File: src/rtl/rename_pkg.sv
// rename unit types; FREE_DEPTH and ROB_DEPTH must be powers of two, tags above NUM_AREGS start free
package rename_pkg;

	// ====================
	// sizes
	// ====================
	localparam int NUM_AREGS	= 32;	// architectural regs
	localparam int NUM_PREGS	= 40;	// physical regs
	localparam int FREE_DEPTH	= 8;	// NUM_PREGS - NUM_AREGS, free after reset
	localparam int ROB_DEPTH	= 16;
	localparam int ZERO_REG		= 31;	// hard-wired zero, never renamed

	// ====================
	// index types
	// ====================
	typedef logic [$clog2(NUM_AREGS)-1:0]	areg_idx_t;
	typedef logic [$clog2(NUM_PREGS)-1:0]	preg_idx_t;
	typedef logic [$clog2(ROB_DEPTH)-1:0]	rob_idx_t;

	// queue pointers and occupancy counts
	typedef logic [$clog2(FREE_DEPTH)-1:0]	free_ptr_t;
	typedef logic [$clog2(FREE_DEPTH):0]	free_cnt_t;	// one extra bit, holds FREE_DEPTH
	typedef logic [$clog2(ROB_DEPTH):0]		rob_cnt_t;

	// ====================
	// interface structs
	// ====================
	typedef struct packed {
		logic		valid;
		areg_idx_t	dest_areg;	// ZERO_REG means no destination
		areg_idx_t	opa_areg;
		areg_idx_t	opb_areg;
	} disp_req_t;

	typedef struct packed {
		preg_idx_t	opa_preg;
		logic		opa_rdy;
		preg_idx_t	opb_preg;
		logic		opb_rdy;
		preg_idx_t	dest_preg;	// zero when has_dest is low
		logic		has_dest;
		rob_idx_t	rob_idx;
	} rename_rsp_t;

	typedef struct packed {
		logic		valid;		// single-cycle pulse
		rob_idx_t	rob_idx;
	} complete_t;

	typedef struct packed {
		logic		valid;
		areg_idx_t	areg;
		preg_idx_t	new_preg;
		preg_idx_t	old_preg;	// goes back to the free list
		logic		has_dest;
	} retire_t;

endpackage : rename_pkg

File: src/rtl/map_table.sv
// rename map; reads are combinational, a ready-set and an allocate never hit the same tag in one cycle
module map_table (
	input	logic					clk,
	input	logic					rst_n_i,

	input	rename_pkg::disp_req_t	disp_req_i,
	input	logic					disp_en_i,		// accepted dispatch
	input	rename_pkg::preg_idx_t	alloc_preg_i,	// free list head
	input	logic					set_rdy_en_i,	// from ROB on completion
	input	rename_pkg::preg_idx_t	set_rdy_preg_i,

	output	rename_pkg::preg_idx_t	opa_preg_o,
	output	rename_pkg::preg_idx_t	opb_preg_o,
	output	rename_pkg::preg_idx_t	old_preg_o,		// previous tag of dest, for ROB
	output	logic					opa_rdy_o,
	output	logic					opb_rdy_o
);
	import rename_pkg::*;

	preg_idx_t				map_q [NUM_AREGS];	// areg -> current tag
	logic [NUM_PREGS-1:0]	rdy_q;				// one bit per physical reg

	logic					has_dest;
	logic					opa_zero;
	logic					opb_zero;

	assign has_dest	= (disp_req_i.dest_areg != areg_idx_t'(ZERO_REG));
	assign opa_zero	= (disp_req_i.opa_areg == areg_idx_t'(ZERO_REG));
	assign opb_zero	= (disp_req_i.opb_areg == areg_idx_t'(ZERO_REG));

	// ====================
	// read ports
	// ====================
	// zero reg always reads as its own tag, ready
	assign opa_preg_o	= opa_zero ? preg_idx_t'(ZERO_REG) : map_q[disp_req_i.opa_areg];
	assign opb_preg_o	= opb_zero ? preg_idx_t'(ZERO_REG) : map_q[disp_req_i.opb_areg];
	assign opa_rdy_o	= opa_zero | rdy_q[map_q[disp_req_i.opa_areg]];
	assign opb_rdy_o	= opb_zero | rdy_q[map_q[disp_req_i.opb_areg]];
	assign old_preg_o	= map_q[disp_req_i.dest_areg];

	// ====================
	// update
	// ====================
	always_ff @(posedge clk or negedge rst_n_i) begin
		if (!rst_n_i) begin
			for (int i = 0; i < NUM_AREGS; i++) begin
				map_q[i] <= preg_idx_t'(i);	// identity map
			end
			rdy_q <= '1;	// every committed value is there
		end else begin
			if (set_rdy_en_i) begin
				rdy_q[set_rdy_preg_i] <= 1'b1;	// result produced
			end
			if (disp_en_i && has_dest) begin
				map_q[disp_req_i.dest_areg]	<= alloc_preg_i;
				rdy_q[alloc_preg_i]			<= 1'b0;	// new tag pending until completion
			end
		end
	end

	// tag 31 stays with the zero reg and never comes back from the free list
	a_zero_reg_fixed: assert property (@(posedge clk) disable iff (!rst_n_i)
		(disp_en_i && has_dest) |-> (alloc_preg_i != preg_idx_t'(ZERO_REG)))
		else $error("zero register tag handed out as a new tag");

endmodule : map_table

File: src/rtl/free_list.sv
// free tag FIFO; no same-cycle bypass, a pushed tag is poppable from the next cycle on
module free_list (
	input	logic					clk,
	input	logic					rst_n_i,

	input	logic					pop_i,			// dispatch with a destination
	input	logic					push_i,			// retire with a destination
	input	rename_pkg::preg_idx_t	push_preg_i,	// old tag of the retiring entry

	output	rename_pkg::preg_idx_t	head_preg_o,	// next tag to hand out
	output	logic					empty_o
);
	import rename_pkg::*;

	preg_idx_t	fifo_q [FREE_DEPTH];
	free_ptr_t	head_q;
	free_ptr_t	tail_q;
	free_cnt_t	count_q;

	assign head_preg_o	= fifo_q[head_q];
	assign empty_o		= (count_q == '0);

	always_ff @(posedge clk or negedge rst_n_i) begin
		if (!rst_n_i) begin
			// tags 32..39 start free, queue full
			for (int i = 0; i < FREE_DEPTH; i++) begin
				fifo_q[i] <= preg_idx_t'(NUM_AREGS + i);
			end
			head_q	<= '0;
			tail_q	<= '0;	// wrapped onto head
			count_q	<= free_cnt_t'(FREE_DEPTH);
		end else begin
			if (pop_i) begin
				head_q <= head_q + 1'b1;	// power-of-two wrap
			end
			if (push_i) begin
				fifo_q[tail_q]	<= push_preg_i;
				tail_q			<= tail_q + 1'b1;
			end
			case ({push_i, pop_i})
				2'b10:		count_q <= count_q + 1'b1;
				2'b01:		count_q <= count_q - 1'b1;
				default:	count_q <= count_q;	// both or neither
			endcase
		end
	end

	// ====================
	// checks
	// ====================
	// dispatch gate in the top level must hold these
	a_no_pop_empty: assert property (@(posedge clk) disable iff (!rst_n_i)
		pop_i |-> !empty_o)
		else $error("free list popped while empty");

	// 40 tags total, so a push into a full list means a tag got duplicated
	a_no_push_full: assert property (@(posedge clk) disable iff (!rst_n_i)
		push_i |-> (count_q != free_cnt_t'(FREE_DEPTH)))
		else $error("free list pushed while full");

endmodule : free_list

File: src/rtl/reorder_buffer.sv
// in-order ROB, one dispatch and one retire per cycle; completion for an empty or done slot is illegal
module reorder_buffer (
	input	logic					clk,
	input	logic					rst_n_i,

	// dispatch, written at the tail
	input	logic					disp_en_i,
	input	rename_pkg::areg_idx_t	disp_areg_i,
	input	logic					has_dest_i,
	input	rename_pkg::preg_idx_t	new_preg_i,
	input	rename_pkg::preg_idx_t	old_preg_i,

	input	rename_pkg::complete_t	complete_i,

	output	rename_pkg::rob_idx_t	tail_idx_o,		// slot the next dispatch gets
	output	logic					full_o,
	output	logic					set_rdy_en_o,	// to map table ready bits
	output	rename_pkg::preg_idx_t	set_rdy_preg_o,
	output	rename_pkg::retire_t	retire_o
);
	import rename_pkg::*;

	// ====================
	// storage
	// ====================
	// payload per slot, written at dispatch
	areg_idx_t				areg_q [ROB_DEPTH];
	preg_idx_t				new_q [ROB_DEPTH];
	preg_idx_t				old_q [ROB_DEPTH];
	logic [ROB_DEPTH-1:0]	has_dest_q;

	// control
	logic [ROB_DEPTH-1:0]	done_q;
	rob_idx_t				head_q;
	rob_idx_t				tail_q;
	rob_cnt_t				count_q;

	logic					retire_en;
	rob_idx_t				comp_off;	// completion slot relative to head
	logic					comp_live;

	assign tail_idx_o	= tail_q;
	assign full_o		= (count_q == rob_cnt_t'(ROB_DEPTH));

	// ====================
	// completion
	// ====================
	// echo the stored tag so the map can flag it ready
	assign set_rdy_en_o		= complete_i.valid && has_dest_q[complete_i.rob_idx];
	assign set_rdy_preg_o	= new_q[complete_i.rob_idx];

	assign comp_off		= complete_i.rob_idx - head_q;	// wraps mod ROB_DEPTH
	assign comp_live	= ({1'b0, comp_off} < count_q);

	// ====================
	// retirement
	// ====================
	assign retire_en			= (count_q != '0) && done_q[head_q];
	assign retire_o.valid		= retire_en;
	assign retire_o.areg		= areg_q[head_q];
	assign retire_o.new_preg	= new_q[head_q];
	assign retire_o.old_preg	= old_q[head_q];
	assign retire_o.has_dest	= has_dest_q[head_q];

	always_ff @(posedge clk) begin
		if (disp_en_i) begin
			areg_q[tail_q]		<= disp_areg_i;
			new_q[tail_q]		<= new_preg_i;
			old_q[tail_q]		<= old_preg_i;
			has_dest_q[tail_q]	<= has_dest_i;
		end
	end

	always_ff @(posedge clk or negedge rst_n_i) begin
		if (!rst_n_i) begin
			done_q	<= '0;
			head_q	<= '0;
			tail_q	<= '0;
			count_q	<= '0;
		end else begin
			if (complete_i.valid) begin
				done_q[complete_i.rob_idx] <= 1'b1;
			end
			if (disp_en_i) begin
				done_q[tail_q]	<= 1'b0;	// never the completing slot, it is not live yet
				tail_q			<= tail_q + 1'b1;
			end
			if (retire_en) begin
				head_q <= head_q + 1'b1;
			end
			case ({disp_en_i, retire_en})
				2'b10:		count_q <= count_q + 1'b1;
				2'b01:		count_q <= count_q - 1'b1;
				default:	count_q <= count_q;
			endcase
		end
	end

	// function units may only finish what was dispatched and still waits
	a_complete_live: assert property (@(posedge clk) disable iff (!rst_n_i)
		complete_i.valid |-> (comp_live && !done_q[complete_i.rob_idx]))
		else $error("completion names an empty or already done ROB slot");

endmodule : reorder_buffer

File: src/rtl/rename_core.sv
// rename top; accept and response are combinational, no free-list bypass from a same-cycle retire
module rename_core (
	input	logic						clk,
	input	logic						rst_n_i,

	input	rename_pkg::disp_req_t		disp_req_i,
	input	rename_pkg::complete_t		complete_i,

	output	logic						disp_accept_o,
	output	rename_pkg::rename_rsp_t	rename_o,
	output	rename_pkg::retire_t		retire_o
);
	import rename_pkg::*;

	logic		has_dest;
	logic		fl_pop;
	logic		fl_empty;
	preg_idx_t	fl_head_preg;
	preg_idx_t	new_preg;
	preg_idx_t	old_preg;
	preg_idx_t	opa_preg;
	preg_idx_t	opb_preg;
	logic		opa_rdy;
	logic		opb_rdy;
	logic		rob_full;
	rob_idx_t	rob_tail;
	logic		set_rdy_en;
	preg_idx_t	set_rdy_preg;
	retire_t	retire;

	// ====================
	// dispatch gate
	// ====================
	assign has_dest			= (disp_req_i.dest_areg != areg_idx_t'(ZERO_REG));
	// zero-reg dest needs no tag, so an empty free list does not stall it
	assign disp_accept_o	= disp_req_i.valid && !rob_full && (!fl_empty || !has_dest);
	assign fl_pop			= disp_accept_o && has_dest;
	assign new_preg			= has_dest ? fl_head_preg : '0;

	// response to the issue side
	assign rename_o.opa_preg	= opa_preg;
	assign rename_o.opa_rdy		= opa_rdy;
	assign rename_o.opb_preg	= opb_preg;
	assign rename_o.opb_rdy		= opb_rdy;
	assign rename_o.dest_preg	= new_preg;
	assign rename_o.has_dest	= has_dest;
	assign rename_o.rob_idx		= rob_tail;

	assign retire_o = retire;

	map_table map_table0 (
		.clk			(clk),
		.rst_n_i		(rst_n_i),
		.disp_req_i		(disp_req_i),
		.disp_en_i		(disp_accept_o),
		.alloc_preg_i	(fl_head_preg),
		.set_rdy_en_i	(set_rdy_en),
		.set_rdy_preg_i	(set_rdy_preg),
		.opa_preg_o		(opa_preg),
		.opb_preg_o		(opb_preg),
		.old_preg_o		(old_preg),
		.opa_rdy_o		(opa_rdy),
		.opb_rdy_o		(opb_rdy)
	);

	free_list free_list0 (
		.clk			(clk),
		.rst_n_i		(rst_n_i),
		.pop_i			(fl_pop),
		.push_i			(retire.valid && retire.has_dest),	// old tag freed at retire
		.push_preg_i	(retire.old_preg),
		.head_preg_o	(fl_head_preg),
		.empty_o		(fl_empty)
	);

	reorder_buffer rob0 (
		.clk			(clk),
		.rst_n_i		(rst_n_i),
		.disp_en_i		(disp_accept_o),
		.disp_areg_i	(disp_req_i.dest_areg),
		.has_dest_i		(has_dest),
		.new_preg_i		(new_preg),
		.old_preg_i		(old_preg),	// tag 31 for a zero-reg dest, never pushed
		.complete_i		(complete_i),
		.tail_idx_o		(rob_tail),
		.full_o			(rob_full),
		.set_rdy_en_o	(set_rdy_en),
		.set_rdy_preg_o	(set_rdy_preg),
		.retire_o		(retire)
	);

endmodule : rename_core

File: config.mk
export PLATFORM = sky130hd
export DESIGN_NAME = rename_core
export DESIGN_NICKNAME = d
export VERILOG_FILES = /design/src/rtl/rename_pkg.sv /design/src/rtl/map_table.sv /design/src/rtl/free_list.sv /design/src/rtl/reorder_buffer.sv /design/src/rtl/rename_core.sv
export SDC_FILE = /design/constraint.sdc
export NUM_CORES = 1
export LEC_CHECK = 0
export BUFFER_PORTS_ARGS = -buffer_cell sky130_fd_sc_hd__buf_2
export CORE_MARGIN = 2
export CORE_UTILIZATION = 39
export CTS_CLUSTER_DIAMETER = 40
export CTS_CLUSTER_SIZE = 40
export DETAILED_ROUTE_END_ITERATION = 7
export PLACE_DENSITY = 0.54
export SKIP_CTS_REPAIR_TIMING = 1
export SLEW_MARGIN = 10
export SYNTH_ARGS = -nofsm -noshare
export SYNTH_HDL_FRONTEND = slang
export SYNTH_HIERARCHICAL = 1
export SYNTH_SLANG_ARGS = --single-unit
File: constraint.sdc
create_clock -name clk -period 14.9 [get_ports clk]
set_input_delay 4.47 -clock clk [delete_from_list [all_inputs] [get_ports clk]]
set_output_delay 4.47 -clock clk [all_outputs]
set_load 0.01 [all_outputs]
; Yosys cells after proc, flatten, opt, wreduce, memory -nomap -nowiden
; Memories as Yosys holds them, arrays and structs flattened.
; Index checks and enable logic that the tools add are counted.
[word_totals]
regBits = 335
mem_bits_rw = 272
memories = 3
[memory_table]
columns = memory, depth, width, read_ports, rd_ports_with_merged_regs, wr, line_no
row1 = rob0.new_q, 16, 6, 2, 0, 1, reorder_buffer.sv:28  ; preg_idx_t new_q [ROB_DEPTH];
row2 = rob0.old_q, 16, 6, 1, 0, 1, reorder_buffer.sv:29  ; preg_idx_t old_q [ROB_DEPTH];
row3 = rob0.areg_q, 16, 5, 1, 0, 1, reorder_buffer.sv:27  ; areg_idx_t areg_q [ROB_DEPTH];
[classes]
n_addsub = 8
order_cmp = 18
n_eq_ne = 8
mux = 48
bitwise = 13
n_reduce_logical = 20
[ops]
columns = cell, count
row1 = $bwmux W192, 1
row2 = $bmux W6 S5, 3
row3 = $mux W40, 2
row4 = $mux W6, 13
row5 = $bwmux W48, 1
row6 = $and A40 B40 Y40, 1
row7 = $not A40 Y40, 1
row8 = $or A40 B40 Y40, 1
row9 = $mux W16, 2
row10 = $demux W6 S5, 1
row11 = $lt A6 B7 Y1 const B, 4
row12 = $bmux W6 S3, 1
row13 = $demux W6 S3, 1
row14 = $ge A6 B6 Y1 const B, 3
row15 = $not A5 Y6, 3
row16 = $and A16 B16 Y16, 1
row17 = $bwmux W16, 1
row18 = $not A16 Y16, 1
row19 = $or A16 B16 Y16, 1
row20 = $eq A5 B5 Y1 const B, 3
row21 = $lt A4 B5 Y1 const B, 3
row22 = $add A4 B1 Y4 const B, 3
row23 = $bmux W1 S4, 3
row24 = $bmux W1 S6, 2
row25 = other kinds (25), 59

; Logic depth before layout (Yosys ltp)
; Gate-level depths: netlist of the first run.
[depth]
word_depth = 11
ltp_mapped = 17
ltp_nobuf = 13

; Modules after synthesis
; Netlist of the first run, hierarchy kept.
[modules_own_cells]
columns = mod, n_inst, cells_per_inst, area_per_inst_um2
row1 = map_table, 1, 1109, 14881.8
row2 = reorder_buffer, 1, 670, 13415.4
row3 = free_list, 1, 171, 2793.9
row4 = rename_core, 1, 20, 138.9

; Least setup slack after synthesis of the first run
; Ideal clock, no wire load.
[synth_path]
path_kind = input -> output
from = input port disp_req_i[4] in the netlist's numbering
to = output port rename_o[11] in the netlist's numbering
t_arrival_ns = 6.997
required_ns = 10.430
setup_slack_ns = 3.433
stages = 11
path_buffers = 4
cell_sequence = clkbuf_1 > buf_2 > mux4_2 > mux4_2 > mux2i_1 > buf_4 > and2_2 > a22oi_1 > a211o_1 > a41o_1 > buf_4
[synth_via]
elab_chain_cells = 7
[synth_rtl]
columns = item, line_no
row1 = from (decl), rename_core.sv:6  ; input rename_pkg::disp_req_t disp_req_i,
row2 = $not A5 Y6 (implied by the code), map_table.sv:38  ; assign opb_rdy_o = opb_zero | rdy_q[map_q[disp_req_i.opb_areg]];
row3 = $bmux W6 S5, map_table.sv:38
row4 = $mux W6 (implied by the code) (2 in a row), map_table.sv:38
row5 = $bmux W1 S6, map_table.sv:38
row6 = $mux W1 (implied by the code), map_table.sv:38
row7 = $or A1 B1 Y1 *, map_table.sv:38
row8 = to (decl), rename_core.sv:10  ; output rename_pkg::rename_rsp_t rename_o,
; Every way passes the cells marked *; elsewhere a longest branch is shown, timed or not. The select of a mux whose other input is x is not followed.

==> run summary, run 1 <==
vias in the first global route - 19810
Leak - 13.60 nW
total length of routed wires - 89250 um
Mapped Cells - 1970
proportion of synthesized chip area in sequential cells - 0.5382
crit path DAT - 8.24 ns
Die ar. - 82360 um2
CP max FO - 27
I/O pins - 68
critical path required time - 10.43 ns
DRT iter0 DRCs - 1610
Setup Crit Path Kind - in -> out
Synth top area share - 0.2769
HP Class - reg -> reg
Synth area leader - edfxtp_1
Yosys reg bits - 607
Worst Setup End Kind - output pin
clk buf depth - 3
WL/cell - 28.18 um
FMAX - 78.68 MHz
Yosys Warn Count - 6
RePlAce Congestion - 0.8838
Worst-Margin Slew - 1.284 ns
Critical path buffers and inverters - 3
Slew HR - 0.1419
Slowest-stage cell, CP - buf_2
peak supply drop - 0.1237 mV
DRT Pass-1 Iters - 6
Synth cell types - 73
Worst-path clk slew - 0.05 ns
area delta synth->final - 15.19%
FP Rows - 103
antenna cells - 0
post-route design area - 35970 um2
Total GRT Usage - 0.2184
starting density of the core - 0.3947
fin. max-slew vios - 0
skew final - 0.06316 ns
Layout Nets - 2068
Syn Nets - 2008
Via density - 6.072
CP Launch Type - primary input
EDFF count, synth - 288
Post-Syn Area - 31230 um2
Final Hold Viols - 0
Sequential cell area - 16820 um2
CTS Sinks - 607
number of remaining DRC errors - 0
dpl ws - 2.188 ns
Cell Pwr Density - 222.6 nW/um2
# port buffers - 67
H-tree lvl count - 3
final setup violation count - 0
crit-path max cell delay - 0.59 ns
Cell Chain, Critical Path - buf_2 > buf_4 > mux4_2 > nand2b_1 > a41oi_4 > nand3_2 > mux2_2 > o211ai_1 > a41oi_1 > a41o_1 > buf_2
vias - 19230
TNS Setup - 0 ns
Post-DP Area - 32440 um2
total grt overflow - 0
clock root buffer - clkbuf_16
largest net degree at the start of global routing - 168
delay-heaviest family, CP - buffers and inverters
Avg Synthesized Cell Area - 15.85 um2
initial antenna violation count - 1
area of the multi-input gates - 13560 um2
asr flop ratio synth - 0.5255
flop-to-flop setup slack - 10.36 ns
ranking of synthesized cells by area - edfxtp_1 (28%), mux4_2 (19%), dfrtp_1 (14%)
minimum clock period - 12.71 ns
Max-Cap Viols - 0
main flop type after synthesis - edfxtp_1
CTS Buf Count - 101
outcome - finished clean
first-pass GRT wire length - 133300 um
Skew-Pair Late Insertion Delay - 0.66 ns
layout cells sized above 1 - 0.4558
Detail Placement HPWL - 56520 um
die width - 287.0 um
Fillers - 6882
Top cell by count, worst path - buf_2
RSZ-0062 raised after global routing - false
Final Cycle Share - 0.8531
Routed Antenna Nets - 0
crit path setup slack, layout - 2.190 ns
chip height - 287.0 um
CTS tree - built
core area - 79130 um2
path summary, 6_finish.rpt:
path                                     start  cells past startpoint                     to
max                              disp_req_i[1]                     11           rename_o[11]
min                        map_table0/map_q[2]                      0    map_table0/map_q[2]
max reg2reg                     rob0/head_q[1]                     11  free_list0/count_q[3]
min reg2reg                map_table0/map_q[2]                      0    map_table0/map_q[2]
max in group asynchronous              rst_n_i                      3  map_table0/map_q[183]
min in group asynchronous              rst_n_i                      1   free_list0/tail_q[1]
report_power, final:
group	internal [mW]	switching (mW)	leakage (nW)	total (mW)
sequential	2.44	0.465	6.42	2.90
clock	1.48	0.890	1.68	2.37
combinational	1.22	1.51	5.50	2.73
layout make-up:
class	instances	area share
flip-flops and latches	607	0.4675
multi-input cells	1188	0.3769
clock buffers	118	0.07429
well taps	1050	0.03652
clock inverters	72	0.02351
repair buffers	109	0.01892
inverters	23	0.002400
cell families after synthesis:
logic type | share of synthesized area
muxes | 0.3125
buffers and inverters | 0.02849
AOI/OAI and AO/OA | 0.05144
xor gates and xnor gates | 0.005329
DFF | 0.5382
adders and majority gates | 0.006250
and+or+nand+nor | 0.05777
synthesized netlist by cell type (16+ instances only):
cell type	number
nand3_1	24
edfxtp_1	288
nor2b_1	20
o31ai_1	18
mux4_2	265
nor2_1	58
a21oi_1	114
clkbuf_1	77
buf_1	16
mux2i_1	62
nand4_1	25
dfstp_2	141
and2_1	32
nand2b_1	22
dfrtp_1	178
buf_4	17
nand2_1	60
and3_1	22
inv_1	23
buf_6	17
a211oi_1	18
buf_2	23
mux2_2	243
flip-flops by register name, indices dropped and copies added (netlist names):
name,cells
free_list0/count_q,4
free_list0/tail_q,3
rob0/old_q,96
rob0/head_q,4
map_table0/map_q,192
free_list0/head_q,3
rob0/count_q,5
free_list0/fifo_q,48
map_table0/rdy_q,40
rob0/has_dest_q,16
rob0/tail_idx_o,4
rob0/done_q,16
rob0/new_q,96
rob0/areg_q,80
per-layer routing:
layer | part of all wire | track usage
met5 | 0 | 0
met4 | 0.024 | 0.06302
met3 | 0.057 | 0.03540
met2 | 0.49 | 0.3566
met1 | 0.43 | 0.3023
through the flow:
step | utilization | std cells | hold slack, ns | total power [mW]
after floorplan | - | 1970 | 0.4377 | 4.665
after global placement | 0.4100 | 2977 | 0.3691 | 5.595
after detailed placement | 0.4100 | 2977 | 0.3721 | 5.658
after CTS | 0.4545 | 3167 | 0.3800 | 8.072
after global routing | 0.4546 | 3167 | 0.3836 | 8.408
final | 0.4546 | 3167 | 0.3816 | 8.009
layout by cell type (no fill, tap or decap), types with 7 or more instances in the layout:
cell type   instances
a31oi_1            10
nand2b_1           22
nand3_1            24
clkbuf_1           10
a211oi_1           18
nand2_1            60
ha_1               14
o21ai_0            13
nand4_1            25
edfxtp_1          288
clkbuf_16         102
clkinv_4            9
o211ai_1            7
bufinv_16          10
a211o_1             7
nor3b_1            11
nor2_1             58
mux4_2            265
inv_6              15
a21oi_1           114
a22oi_1             9
mux4_1             14
buf_4              44
xnor2_1             7
nor3_1              9
dfstp_2           141
clkinvlp_4         14
mux2i_1            62
and3_1             22
clkinv_2           10
xor2_1             12
o31ai_1            18
and2_1             29
dfrtp_1           175
mux2_2            243
nor2b_1            20
inv_1              23
buf_2              63
Note: power is estimated with default switching activity, not from simulation.
==> inputs of run 2 (changes only) <==
- GPL_ROUTABILITY_DRIVEN: default -> 0
- PLACE_DENSITY: 0.54 -> default
==> run 2 against run 1 <==
Core utilization decreased by 0.73 points. Largest power group unchanged. Combinational power barely moved. Non-clock buffer count fell by 4. First-iteration DRC count fell by 1.2%. Global-route usage fell by 0.59 points. Critical path type unchanged. Worst setup slack got worse by 0.055 ns. Critical endpoint unchanged. Count of clock-buffer cells in the layout shrank 29. Via count down 0.22%. Power fell by 4.3%.
==> run summary, run 2 (synthesis gave the netlist of run 1 again) <==
outcome - finished clean
flop-to-flop setup slack - 9.70 ns (-0.66 ns)
commonest non-fill, non-tap cell in the layout - edfxtp_1
core area - 79130 um2 (unchanged)
DRT iter0 DRCs - 1591 (-1.2%)
skew final - 0.04780 ns (-0.01535 ns)
HP Class - reg -> reg
total length of routed wires - 86770 um (-2.8%)
antenna cells - 0 (unchanged)
CP max FO - 25 (-7.4%)
Critical path buffers and inverters - 3 (unchanged)
largest net degree at the start of global routing - 148 (-12%)
final cell count without fillers - 3132 (-1.1%)
initial antenna violation count - 1 (unchanged)
Worst Hold Depth - 0 (unchanged)
final setup violation count - 0 (unchanged)
Skew-Pair Late Insertion Delay - 0.65 ns (about the same)
r2r endpoint - free_list0/count_q[3]
Reg2Reg Depth - 12 (+1)
delay-heaviest family, CP - buffers and inverters
Via density - 6.126 (+0.89%)
crit-path max cell delay - 0.70 ns (+0.11 ns)
Total GRT Usage - 0.2125 (-0.005931)
WL/cell - 27.70 um (-1.7%)
clock root buffer - clkbuf_16
I/O pins - 68 (unchanged)
area delta synth->final - 13.33%
clk buf depth - 3 (unchanged)
Top reg by flops - map_table0/map_q
Max-Cap Viols - 0 (unchanged)
Cell Chain, Critical Path - buf_2 > buf_4 > mux4_2 > o2111ai_2 > nand3_2 > mux2_2 > o211ai_1 > a41oi_1 > a41o_1 > buf_2
FMAX - 78.34 MHz (-0.43%)
worst hold path endpoint - map_table0/map_q[1]
Top cell by count, worst path - buf_2
vias in the first global route - 19910 (+0.50%)
Setup Crit Path Kind - in -> out
total grt overflow - 0 (unchanged)
minimum clock period - 12.77 ns (+0.05472 ns)
number of remaining DRC errors - 0 (unchanged)
starting density of the core - 0.3947 (unchanged)
crit path DAT - 8.30 ns (+0.06 ns)
CTS tree - built
die width - 287.0 um (unchanged)
RSZ-0062 raised after global routing - false
layout cells sized above 1 - 0.4529 (-0.002904)
Layout Nets - 2048 (-0.97%)
CP Launch Type - primary input
Leak - 13.33 nW (-2.0%)
Slew HR - 0.1605 (+0.01857)
Worst Hold Launch - map_table0/map_q[1]
CTS Sinks - 607 (unchanged)
CTS Buf Count - 85 (-16%)
vias - 19190 (-0.22%)
Die ar. - 82360 um2 (unchanged)
first-pass GRT wire length - 130900 um (-1.8%)
# port buffers - 67 (unchanged)
commonest cells after routing, fill and taps aside - edfxtp_1 (288), mux4_2 (265), mux2_2 (243), dfrtp_1 (175), dfstp_2 (141)
Worst Setup End Kind - output pin
TNS Setup - 0 ns (unchanged)
DRT Pass-1 Iters - 7 (+1)
Routed Antenna Nets - 0 (unchanged)
H-tree lvl count - 3 (unchanged)
peak supply drop - 0.1013 mV (-18%)
Worst-Margin Slew - 1.257 ns (-0.02780 ns)
Detail Placement HPWL - 55650 um (-1.5%)
Regs by FF count - map_table0/map_q: 192 flops, rob0/new_q: 96 flops, rob0/old_q: 96 flops
Slowest-stage cell, CP - buf_2
Worst-path clk slew - 0.06 ns (about the same)
placed cells - 2973 (-0.13%)
Cell Pwr Density - 216.6 nW/um2 (-2.7%)
Largest register FFs - 192 (unchanged)
chip height - 287.0 um (unchanged)
Final Hold Viols - 0 (unchanged)
FP Rows - 103 (unchanged)
fin. max-slew vios - 0 (unchanged)
critical path required time - 10.43 ns (about the same)
Final Cycle Share - 0.8567 (+0.003672)
reg2reg start - rob0/head_q[0]
-- run 2: cell count changes in the layout (fill, tap and decap cells not counted), moves of 5 or more --
cell / delta
buf_4: -5
inv_8: +9
clkbuf_1: -9
clkinvlp_4: -5
clkbuf_16: -16
bufinv_16: -7
-- run 2: layer usage --
layer | vias up | share of wire | track usage
met5 | - | 0 | 0
met4 | 0 | 0.028 | 0.07461
met3 | 149 | 0.063 | 0.03135
met2 | 722 | 0.50 | 0.3493
met1 | 10330 | 0.41 | 0.2887
li1 | 7981 | - | -
-- run 2: worst max-delay path by stage --
stage	from	endpoint	slack (ns)	cells past startpoint
2_1_floorplan	disp_req_i[4]	rename_o[11]	3.43	11
4_1_cts	disp_req_i[0]	rename_o[11]	2.13	10
3_3_place_gp	disp_req_i[0]	rename_o[11]	2.21	10
3_5_place_dp	disp_req_i[0]	rename_o[11]	2.14	10
6_report	disp_req_i[0]	rename_o[11]	2.13	10
5_1_grt	disp_req_i[0]	rename_o[11]	1.79	10
-- run 2: layout make-up --
cell class              count  area (um2)
fillers                  6925       43730
flip-flops and latches    607       16810
multi-input cells        1188       13550
clock buffers              89        2183
well taps                1050        1314
clock inverters            70       795.8
repair buffers            105       648.1
inverters                  23       86.33
-- run 2: metrics by stage --
step	power [mW]	setup slack, ns	hold slack, ns	util	instance area [um2]
detailed placement	5.631	2.138	0.3722	0.4096	32410
finish	7.667	2.135	0.3818	0.4473	35390
floorplan	4.665	3.433	0.4377	-	31230
global placement	5.535	2.206	0.3688	0.4096	32410
global route	8.045	1.786	0.3857	0.4473	35390
CTS	7.717	2.128	0.3805	0.4473	35390
-- run 2: where the power goes --
part	leakage [nW]	switching (mW)	internal, mW
clock network	1.43	0.879	1.18
logic	5.47	1.49	1.22
registers	6.42	0.467	2.44
